**src/fp_pkg.sv**
```systemverilog
// single precision multiplier definitions
package fp_pkg;

	// ieee 754 binary32 layout
	localparam int FLEN   = 32;
	localparam int EXP_W  = 8;
	localparam int FRAC_W = 23;
	localparam int MANT_W = FRAC_W + 1;	// with hidden bit
	localparam int PROD_W = 2 * MANT_W;

	localparam int EXP_BIAS = 127;
	localparam int EXP_MAX  = 254;	// largest biased exponent of a finite value

	// signed internal exponent, wide enough for sums of two unbiased exponents
	localparam int EXP_SUM_W = 10;

	// destination tag carried next to each operation
	localparam int TAG_W = 6;

	localparam logic [FLEN-1:0] QNAN = 32'h7fc0_0000;	// canonical quiet nan

	// bit positions in the exceptions word
	localparam int FLAG_NV = 4;	// invalid
	localparam int FLAG_DZ = 3;	// divide by zero
	localparam int FLAG_OF = 2;	// overflow
	localparam int FLAG_UF = 1;	// underflow
	localparam int FLAG_NX = 0;	// inexact

	// rounding modes, same encoding as the frm field
	typedef enum logic [2:0] {
		RNE = 3'd0,	// nearest, ties to even
		RTZ = 3'd1,	// toward zero
		RDN = 3'd2,	// toward minus infinity
		RUP = 3'd3,	// toward plus infinity
		RMM = 3'd4	// nearest, ties away from zero
	} rnd_mode_t;

endpackage
```
**src/fp_mul_top.sv**
```systemverilog
// pipelined fp32 multiplier
`timescale 1ns/1ps

module fp_mul_top import fp_pkg::*; (
	input  logic             clk,
	input  logic             reset,
	input  logic             start,
	input  logic [FLEN-1:0]  in_1,
	input  logic [FLEN-1:0]  in_2,
	input  rnd_mode_t        rnd,
	input  logic [TAG_W-1:0] rd,
	output logic             valid,
	output logic [FLEN-1:0]  res,
	output logic [4:0]       exceptions,
	output logic [TAG_W-1:0] rd_out
);

	// stage b, unpacked operands
	logic                        b_valid;
	logic                        b_sign;
	logic signed [EXP_SUM_W-1:0] b_exp_sum;
	logic [MANT_W-1:0]           b_mant_1;
	logic [MANT_W-1:0]           b_mant_2;
	logic                        b_special_nan;
	logic                        b_special_nv;
	logic                        b_special_inf;
	logic                        b_special_zero;
	rnd_mode_t                   b_rnd;
	logic [TAG_W-1:0]            b_rd;

	// stage c, raw product
	logic                        c_valid;
	logic                        c_sign;
	logic signed [EXP_SUM_W-1:0] c_exp_sum;
	logic [PROD_W-1:0]           c_product;
	logic                        c_special_nan;
	logic                        c_special_nv;
	logic                        c_special_inf;
	logic                        c_special_zero;
	rnd_mode_t                   c_rnd;
	logic [TAG_W-1:0]            c_rd;

	fp_operand_unpack i_unpack (
		.clk            (clk),
		.reset          (reset),
		.start          (start),
		.in_1           (in_1),
		.in_2           (in_2),
		.rnd            (rnd),
		.rd             (rd),
		.b_valid        (b_valid),
		.b_sign         (b_sign),
		.b_exp_sum      (b_exp_sum),
		.b_mant_1       (b_mant_1),
		.b_mant_2       (b_mant_2),
		.b_special_nan  (b_special_nan),
		.b_special_nv   (b_special_nv),
		.b_special_inf  (b_special_inf),
		.b_special_zero (b_special_zero),
		.b_rnd          (b_rnd),
		.b_rd           (b_rd)
	);

	fp_mantissa_multiply i_multiply (
		.clk            (clk),
		.reset          (reset),
		.b_valid        (b_valid),
		.b_sign         (b_sign),
		.b_exp_sum      (b_exp_sum),
		.b_mant_1       (b_mant_1),
		.b_mant_2       (b_mant_2),
		.b_special_nan  (b_special_nan),
		.b_special_nv   (b_special_nv),
		.b_special_inf  (b_special_inf),
		.b_special_zero (b_special_zero),
		.b_rnd          (b_rnd),
		.b_rd           (b_rd),
		.c_valid        (c_valid),
		.c_sign         (c_sign),
		.c_exp_sum      (c_exp_sum),
		.c_product      (c_product),
		.c_special_nan  (c_special_nan),
		.c_special_nv   (c_special_nv),
		.c_special_inf  (c_special_inf),
		.c_special_zero (c_special_zero),
		.c_rnd          (c_rnd),
		.c_rd           (c_rd)
	);

	fp_normalize_round i_round (
		.c_valid        (c_valid),
		.c_sign         (c_sign),
		.c_exp_sum      (c_exp_sum),
		.c_product      (c_product),
		.c_special_nan  (c_special_nan),
		.c_special_nv   (c_special_nv),
		.c_special_inf  (c_special_inf),
		.c_special_zero (c_special_zero),
		.c_rnd          (c_rnd),
		.c_rd           (c_rd),
		.valid          (valid),
		.res            (res),
		.exceptions     (exceptions),
		.rd_out         (rd_out)
	);

endmodule

```
**src/fp_normalize_round.sv**
```systemverilog
// normalize, round and pack
`timescale 1ns/1ps

module fp_normalize_round import fp_pkg::*; (
	input  logic                        c_valid,
	input  logic                        c_sign,
	input  logic signed [EXP_SUM_W-1:0] c_exp_sum,
	input  logic [PROD_W-1:0]           c_product,
	input  logic                        c_special_nan,
	input  logic                        c_special_nv,
	input  logic                        c_special_inf,
	input  logic                        c_special_zero,
	input  rnd_mode_t                   c_rnd,
	input  logic [TAG_W-1:0]            c_rd,
	output logic                        valid,
	output logic [FLEN-1:0]             res,
	output logic [4:0]                  exceptions,
	output logic [TAG_W-1:0]            rd_out
);

	logic                        prod_top;
	logic [PROD_W-1:0]           norm;
	logic [MANT_W-1:0]           mant;
	logic                        guard;
	logic                        rnd_bit;
	logic                        sticky;
	logic                        inexact;
	logic                        inc;
	logic [MANT_W:0]             mant_r;
	logic                        carry;
	logic [FRAC_W-1:0]           frac;
	logic signed [EXP_SUM_W-1:0] exp_n;
	logic signed [EXP_SUM_W-1:0] exp_r;
	logic                        overflow;
	logic                        underflow;
	logic                        ovf_to_inf;

	assign valid  = c_valid;
	assign rd_out = c_rd;

	// product of two mantissas in [1,2) lies in [1,4)
	// with the top bit set the binary point moves one place left
	assign prod_top = c_product[PROD_W-1];
	assign norm     = prod_top ? c_product : {c_product[PROD_W-2:0], 1'b0};
	assign exp_n    = c_exp_sum + EXP_SUM_W'(EXP_BIAS) + EXP_SUM_W'(prod_top);	// biased

	// kept mantissa, then guard, round and sticky below it
	assign mant    = norm[PROD_W-1 -: MANT_W];
	assign guard   = norm[PROD_W-MANT_W-1];
	assign rnd_bit = norm[PROD_W-MANT_W-2];
	assign sticky  = |norm[PROD_W-MANT_W-3:0];
	assign inexact = guard | rnd_bit | sticky;

	always_comb begin
		case (c_rnd)
			RNE: inc = guard && (rnd_bit || sticky || mant[0]);	// ties go to even
			RTZ: inc = 1'b0;
			RDN: inc = inexact && c_sign;
			RUP: inc = inexact && !c_sign;
			RMM: inc = guard;
			default: inc = 1'b0;
		endcase
	end

	assign mant_r = {1'b0, mant} + (MANT_W+1)'(inc);
	assign carry  = mant_r[MANT_W];	// rounded up to 2.0

	// renormalize after a carry out of rounding
	assign frac  = carry ? mant_r[MANT_W-1:1] : mant_r[FRAC_W-1:0];
	assign exp_r = exp_n + EXP_SUM_W'(carry);

	assign overflow  = exp_r > EXP_MAX;
	assign underflow = exp_r < 1;	// no subnormal results

	// modes that round away from zero saturate to infinity
	assign ovf_to_inf = (c_rnd == RNE) || (c_rnd == RMM) ||
		(c_rnd == RUP && !c_sign) || (c_rnd == RDN && c_sign);

	always_comb begin
		res        = {c_sign, exp_r[EXP_W-1:0], frac};
		exceptions = '0;
		if (c_special_nan) begin
			res = QNAN;
			exceptions[FLAG_NV] = c_special_nv;	// signalling nan or inf*0
		end else if (c_special_inf) begin
			res = {c_sign, {EXP_W{1'b1}}, {FRAC_W{1'b0}}};
		end else if (c_special_zero) begin
			res = {c_sign, {(FLEN-1){1'b0}}};
		end else if (overflow) begin
			if (ovf_to_inf) begin
				res = {c_sign, {EXP_W{1'b1}}, {FRAC_W{1'b0}}};
			end else begin
				res = {c_sign, EXP_W'(EXP_MAX), {FRAC_W{1'b1}}};	// largest finite
			end
			exceptions[FLAG_OF] = 1'b1;
			exceptions[FLAG_NX] = 1'b1;
		end else if (underflow) begin
			// flush to signed zero
			res = {c_sign, {(FLEN-1){1'b0}}};
			exceptions[FLAG_UF] = 1'b1;
			exceptions[FLAG_NX] = 1'b1;
		end else begin
			exceptions[FLAG_NX] = inexact;
		end
		exceptions[FLAG_DZ] = 1'b0;	// a multiply never divides by zero
	end

endmodule

```
**src/fp_mantissa_multiply.sv**
```systemverilog
// mantissa product stage
`timescale 1ns/1ps

module fp_mantissa_multiply import fp_pkg::*; (
	input  logic                        clk,
	input  logic                        reset,
	input  logic                        b_valid,
	input  logic                        b_sign,
	input  logic signed [EXP_SUM_W-1:0] b_exp_sum,
	input  logic [MANT_W-1:0]           b_mant_1,
	input  logic [MANT_W-1:0]           b_mant_2,
	input  logic                        b_special_nan,
	input  logic                        b_special_nv,
	input  logic                        b_special_inf,
	input  logic                        b_special_zero,
	input  rnd_mode_t                   b_rnd,
	input  logic [TAG_W-1:0]            b_rd,
	output logic                        c_valid,
	output logic                        c_sign,
	output logic signed [EXP_SUM_W-1:0] c_exp_sum,
	output logic [PROD_W-1:0]           c_product,
	output logic                        c_special_nan,
	output logic                        c_special_nv,
	output logic                        c_special_inf,
	output logic                        c_special_zero,
	output rnd_mode_t                   c_rnd,
	output logic [TAG_W-1:0]            c_rd
);

	logic [PROD_W-1:0] product;

	// behavioural 24x24 unsigned multiply
	// a real datapath would drop in a multiplier array here
	assign product = PROD_W'(b_mant_1) * PROD_W'(b_mant_2);

	always_ff @(posedge clk) begin
		if (reset) begin
			c_valid <= 1'b0;
		end else begin
			c_valid <= b_valid;
		end
	end

	always_ff @(posedge clk) begin
		if (b_valid) begin
			c_sign         <= b_sign;
			c_exp_sum      <= b_exp_sum;
			c_product      <= product;
			c_special_nan  <= b_special_nan;
			c_special_nv   <= b_special_nv;
			c_special_inf  <= b_special_inf;
			c_special_zero <= b_special_zero;
			c_rnd          <= b_rnd;
			c_rd           <= b_rd;
		end
	end

endmodule

```
**src/fp_operand_unpack.sv**
```systemverilog
// operand unpack stage
`timescale 1ns/1ps

module fp_operand_unpack import fp_pkg::*; (
	input  logic                        clk,
	input  logic                        reset,
	input  logic                        start,
	input  logic [FLEN-1:0]             in_1,
	input  logic [FLEN-1:0]             in_2,
	input  rnd_mode_t                   rnd,
	input  logic [TAG_W-1:0]            rd,
	output logic                        b_valid,
	output logic                        b_sign,
	output logic signed [EXP_SUM_W-1:0] b_exp_sum,
	output logic [MANT_W-1:0]           b_mant_1,
	output logic [MANT_W-1:0]           b_mant_2,
	output logic                        b_special_nan,
	output logic                        b_special_nv,
	output logic                        b_special_inf,
	output logic                        b_special_zero,
	output rnd_mode_t                   b_rnd,
	output logic [TAG_W-1:0]            b_rd
);

	logic [FLEN-1:0]   op [2];
	logic [EXP_W-1:0]  op_exp [2];
	logic [FRAC_W-1:0] op_frac [2];
	logic [MANT_W-1:0] op_mant [2];
	logic [1:0]        op_sign;
	logic [1:0]        op_nan;
	logic [1:0]        op_snan;
	logic [1:0]        op_inf;
	logic [1:0]        op_zero;

	logic inf_times_zero;
	logic special_nan;
	logic special_nv;
	logic special_inf;
	logic special_zero;
	logic signed [EXP_SUM_W-1:0] exp_sum;

	assign op[0] = in_1;
	assign op[1] = in_2;

	// both operands are classified the same way
	always_comb begin
		for (int i = 0; i < 2; i++) begin
			op_sign[i] = op[i][FLEN-1];
			op_exp[i]  = op[i][FLEN-2 -: EXP_W];
			op_frac[i] = op[i][FRAC_W-1:0];
			op_nan[i]  = (&op_exp[i]) && (|op_frac[i]);
			op_snan[i] = op_nan[i] && !op_frac[i][FRAC_W-1];	// quiet bit clear
			op_inf[i]  = (&op_exp[i]) && !(|op_frac[i]);
			op_zero[i] = op_exp[i] == '0;	// subnormals flush here
			op_mant[i] = op_zero[i] ? '0 : {1'b1, op_frac[i]};
		end
	end

	// special outcome, decided once and forwarded down the pipe
	assign inf_times_zero = (op_inf[0] && op_zero[1]) || (op_inf[1] && op_zero[0]);
	assign special_nan    = (|op_nan) || inf_times_zero;
	assign special_nv     = (|op_snan) || inf_times_zero;
	assign special_inf    = (|op_inf) && !special_nan;
	assign special_zero   = (|op_zero) && !special_nan && !special_inf;

	// unbiased exponent sum
	assign exp_sum = EXP_SUM_W'(op_exp[0]) + EXP_SUM_W'(op_exp[1]) - EXP_SUM_W'(2 * EXP_BIAS);

	always_ff @(posedge clk) begin
		if (reset) begin
			b_valid <= 1'b0;
		end else begin
			b_valid <= start;
		end
	end

	// payload only moves when an operation starts
	always_ff @(posedge clk) begin
		if (start) begin
			b_sign         <= op_sign[0] ^ op_sign[1];
			b_exp_sum      <= exp_sum;
			b_mant_1       <= op_mant[0];
			b_mant_2       <= op_mant[1];
			b_special_nan  <= special_nan;
			b_special_nv   <= special_nv;
			b_special_inf  <= special_inf;
			b_special_zero <= special_zero;
			b_rnd          <= rnd;
			b_rd           <= rd;
		end
	end

endmodule

```
**config.mk**
```make
export PLATFORM = sky130hd
export DESIGN_NAME = fp_mul_top
export DESIGN_NICKNAME = d
export VERILOG_FILES = /design/src/fp_pkg.sv /design/src/fp_mul_top.sv /design/src/fp_normalize_round.sv /design/src/fp_mantissa_multiply.sv /design/src/fp_operand_unpack.sv
export SDC_FILE = /design/constraint.sdc
export NUM_CORES = 2
export LEC_CHECK = 0
export BUFFER_PORTS_ARGS = -buffer_cell sky130_fd_sc_hd__buf_2
export CAP_MARGIN = 30
export CORE_ASPECT_RATIO = 1.2
export CORE_UTILIZATION = 60
export DETAILED_ROUTE_END_ITERATION = 8
export HOLD_SLACK_MARGIN = 0.06
export PLACE_DENSITY = 0.84
export SLEW_MARGIN = 20
export SYNTH_ARGS = -nofsm -noshare
export SYNTH_HDL_FRONTEND = slang
export SYNTH_SLANG_ARGS = --single-unit
```
**constraint.sdc**
```tcl
create_clock -name clk -period 22.4 [get_ports clk]
set_input_delay 2.24 -clock clk [delete_from_list [all_inputs] [get_ports clk]]
set_output_delay 2.24 -clock clk [all_outputs]
set_load 0.1 [all_outputs]
```
==> flow_results.org <==
** Run status
- Outcome :: complete, no violations

** Global routing
- Entering global routing, the biggest net connects 74 pins.
- Remaining Overflow, GRT :: 0
- The number of antenna violations at the first check in global routing was 2.
- Global-route wire length before repair :: around 110 mm
- Aggregate global-route resource usage :: between 30% and 40%
- Vias in the first global route :: approximately 22000

** STA
- The worst path uses around 45% of the clock period.
- Clock period minus final worst setup slack :: a little over 10000 ps
- Hold Fails Final Rpt :: 0
- RSZ-0062 raised after global routing :: no
- Total negative slack for setup checks :: 0 ps
- Number of max-slew violations in the final report :: 0
- Slew headroom :: 31.4%
- Final setup violating endpoints :: 0
- Between clock sinks in the finished design, the worst skew comes to around 14 ps.
- Actual slew at the worst max-slew pin :: just over 1000 ps
- Static timing analysis puts the maximum clock frequency at just under 0.1 GHz.

** Setup path
- Worst-path fanout max :: 37
- Max incr delay on CP :: between 500 and 600 ps
- At the worst endpoint, the arrival time is 7910 ps.
- STA classifies the critical path endpoint as an output port.
- At the worst endpoint, the required time is 20160 ps.
- Counting stages on the worst path, the most repeated cell is ha_1.
- The worst setup path is launched from a flop.
- Setup slack on the worst reg-to-reg path comes out at ~14000 ps.
- The worst setup path is of the flop to output port kind.
- Cell type of the slowest stage on the worst timing path :: nor4_1

** Placed design
- Buffers placed on the I/O ports in this run total between 100 and 150.
- Half-perimeter wire length of the detailed placement result :: 51.7 mm
- Placer Congestion :: approximately 1

** Floorplan
- Row generation in the floorplan step produced 83 rows.
- Chip width :: between 150 and 200 microns
- Placeable core area :: between 40000 and 50000 sq um
- Die area :: ~44000 sq um
- Initial Utilization :: between 60% and 70%
- Num ports :: 120
- In this run the vertical extent of the chip is around 230 microns.

** CTS
- Buffers added to address setup during post-CTS repair amount to 0.
- Buffers inserted during clock tree synthesis total 17.
- The cell sitting at the root of the clock tree is a clkbuf_16.
- # clock sinks :: approximately 150
- H-tree depth reported by CTS :: 4
- Post-CTS Resized :: 0
- Hold buffers post-CTS :: 0
- After clock tree synthesis, the clock-pin slew on the worst setup and hold paths is about 60 ps.
- For the worst-skew pair, the clock arrives at the later sink with an insertion delay of about 430 ps.
- In this run the deepest clock path goes through 2 buffers.
- TritonCTS built the clock tree.

** Cells and area
- Cells with a size suffix above 1 make up under 10% of the layout.
- Number of nets at the end of the flow :: ~3500
- Leaving out fill and tap cells, the most frequent cell in the layout is inv_1.
- Relative to the synthesized area, the layout overhead comes to 8.07%.
- Fill count :: about 3100
- In the layout the commonest cells are 503 x inv_1, 484 x fa_1, 417 x nand2_1.

** Logic synthesis
- Count of flip-flops with a built-in enable after synthesis :: 144
- Post-Syn Area per Cell :: 9.55 sq um
- The synthesized design devotes to its leading area cell type 37.4% of total area.
- Of all cell types, the one taking the most synthesized area is fa_1.
- Synthesis produced around 2700 cells.
- Biggest area contributors in the synthesized netlist :: fa_1 37%, edfxtp_1 17%, ha_1 9.4%
- Proportion of synthesized chip area in sequential cells :: ~17%
- Synth warn :: 0
- Count of distinct cell types in the synthesized netlist :: 73
- After synthesis, the share of flip-flops with an asynchronous set or reset is 0%.
- Seq cells post-synth :: ~150
- Counting every net in the synthesized netlist gives about 3500.
- Post-synth top flop :: edfxtp_1
- Netlist area before placement :: around 26000 sq um

** Detailed routing
- Using the TritonRoute via totals, the vias-per-cell ratio works out to approximately 6.0.
- Post-detailed-route count of antenna-violating nets :: 0
- Across all layers, the routed design uses between 20000 and 25000 vias.
- After detailed routing, the average wire length per cell comes to just over 20 microns.
- After the first detailed-routing iteration, the DRC count stood at approximately 1800.
- Post-detailed-route DRC marker count :: 0
- The pre-antenna-repair detailed-routing pass consisted of 6 iterations.
- After detailed routing, the total wire length is roughly 68 mm.

** Job
- Maximum capacitance violations :: 0

** Hold path
- Worst hold-check path type :: flop to flop
-- layout make-up --
| type | count | area, sq um | area share (%) |
|---|---|---|---|
| Timing Repair Buffer | 167 | 1220 | 4.35 |
| Multi-Input combinational cell | 1944 | 19200 | 68.5 |
| Tap cell | 552 | 691 | 2.47 |
| Sequential cell | 146 | 4370 | 15.6 |
| Inverter | 504 | 1890 | 6.75 |
| Antenna cell | 3 | 7.51 | 0.0268 |
| Clock inverter | 11 | 176 | 0.630 |
| Clock buffer | 21 | 460 | 1.64 |
-- cells by family after synthesis --
group	count (synthesis)	synth area share, %
other cells	1	0.0145
compound gates	243	6.05
buf+inv	625	9.10
fa+ha+maj	679	46.8
simple gates	911	17.4
flops	146	16.8
xor+xnor	90	3.04
mux	20	0.806
-- metal layers --
metal / track usage (%) / share of wire, % / up-vias
met4: 17.3 / 5.5 / 0
met3: 5.57 / 9.0 / 295
met1: 37.5 / 35 / 10100
met2: 54.2 / 51 / 1157
met5: 0 / 0 / -
li1: - / - / 8587
-- through the flow --
step / util, % / hold slack [ps] / instance area, sq um / worst slack [ps] / std cells
finish: 65.6 / 418 / 28000 / 12250 / 3348
global route: 65.6 / 425 / 28000 / 11630 / 3348
CTS: 64.7 / 417 / 27600 / 12340 / 3323
detailed placement: 63.2 / 405 / 27000 / 12960 / 3291
global placement: 63.1 / 401 / 26900 / 13110 / 3286
floorplan: - / 400 / 25900 / 12190 / 2715
-- Yosys cell counts (3+ instances only) --
cell type  instances
or3_1              5
nor3b_1            6
nand4_1           20
edfxtp_1         144
o2111ai_1          5
o21a_1             3
a41oi_1            3
o211ai_1           6
o21ai_1           13
nand2b_1           5
fa_1             484
a211o_1            4
inv_1            503
o21ai_0           34
and2_1           281
a211oi_1          14
mux2i_1           13
nor2b_1            8
ha_1             195
nor4_1            24
mux2_2             6
xnor2_1           53
a31oi_1           10
o31ai_1            6
clkbuf_1         115
and4_1            10
a21oi_1           80
a21o_1            27
xor2_1            37
nand2_1          417
and3_1            11
o21bai_1          14
a31o_1             4
nor3_1            15
nand3_1           27
nor2_1            67
-- critical path: cells and delay by family (launching register included) --
kind / cells / cell delay (ps)
muxes: 1 / 280
buffers and inverters: 6 / 1680
and+or+nand+nor: 6 / 1210
xor gates and xnor gates: 1 / 210
DFF: 1 / 330
adders and majority gates: 5 / 1580
AOI/OAI and AO/OA: 9 / 2150
-- state kept, by name, indices dropped and copies added (netlist names), 6 cells and up --
name,flops
i_unpack.b_exp_sum,10
i_unpack.b_mant_2,24
i_multiply.c_rd,6
i_multiply.c_product,48
i_multiply.c_exp_sum,10
i_unpack.b_rd,6
i_unpack.b_mant_1,24
-- worst paths after layout --
path                            startpoint                       end  cells past startpoint
setup reg to reg      i_unpack.b_mant_2[1]  i_multiply.c_product[43]                     21
hold reg to reg      i_unpack.b_exp_sum[2]   i_multiply.c_exp_sum[2]                      0
hold / removal       i_unpack.b_exp_sum[2]   i_multiply.c_exp_sum[2]                      0
setup / recovery  i_multiply.c_product[47]                   res[13]                     28
Power is left out: the tool's default activity adds up to more than one toggle a clock period on the data nets, which glitch-free logic cannot reach.
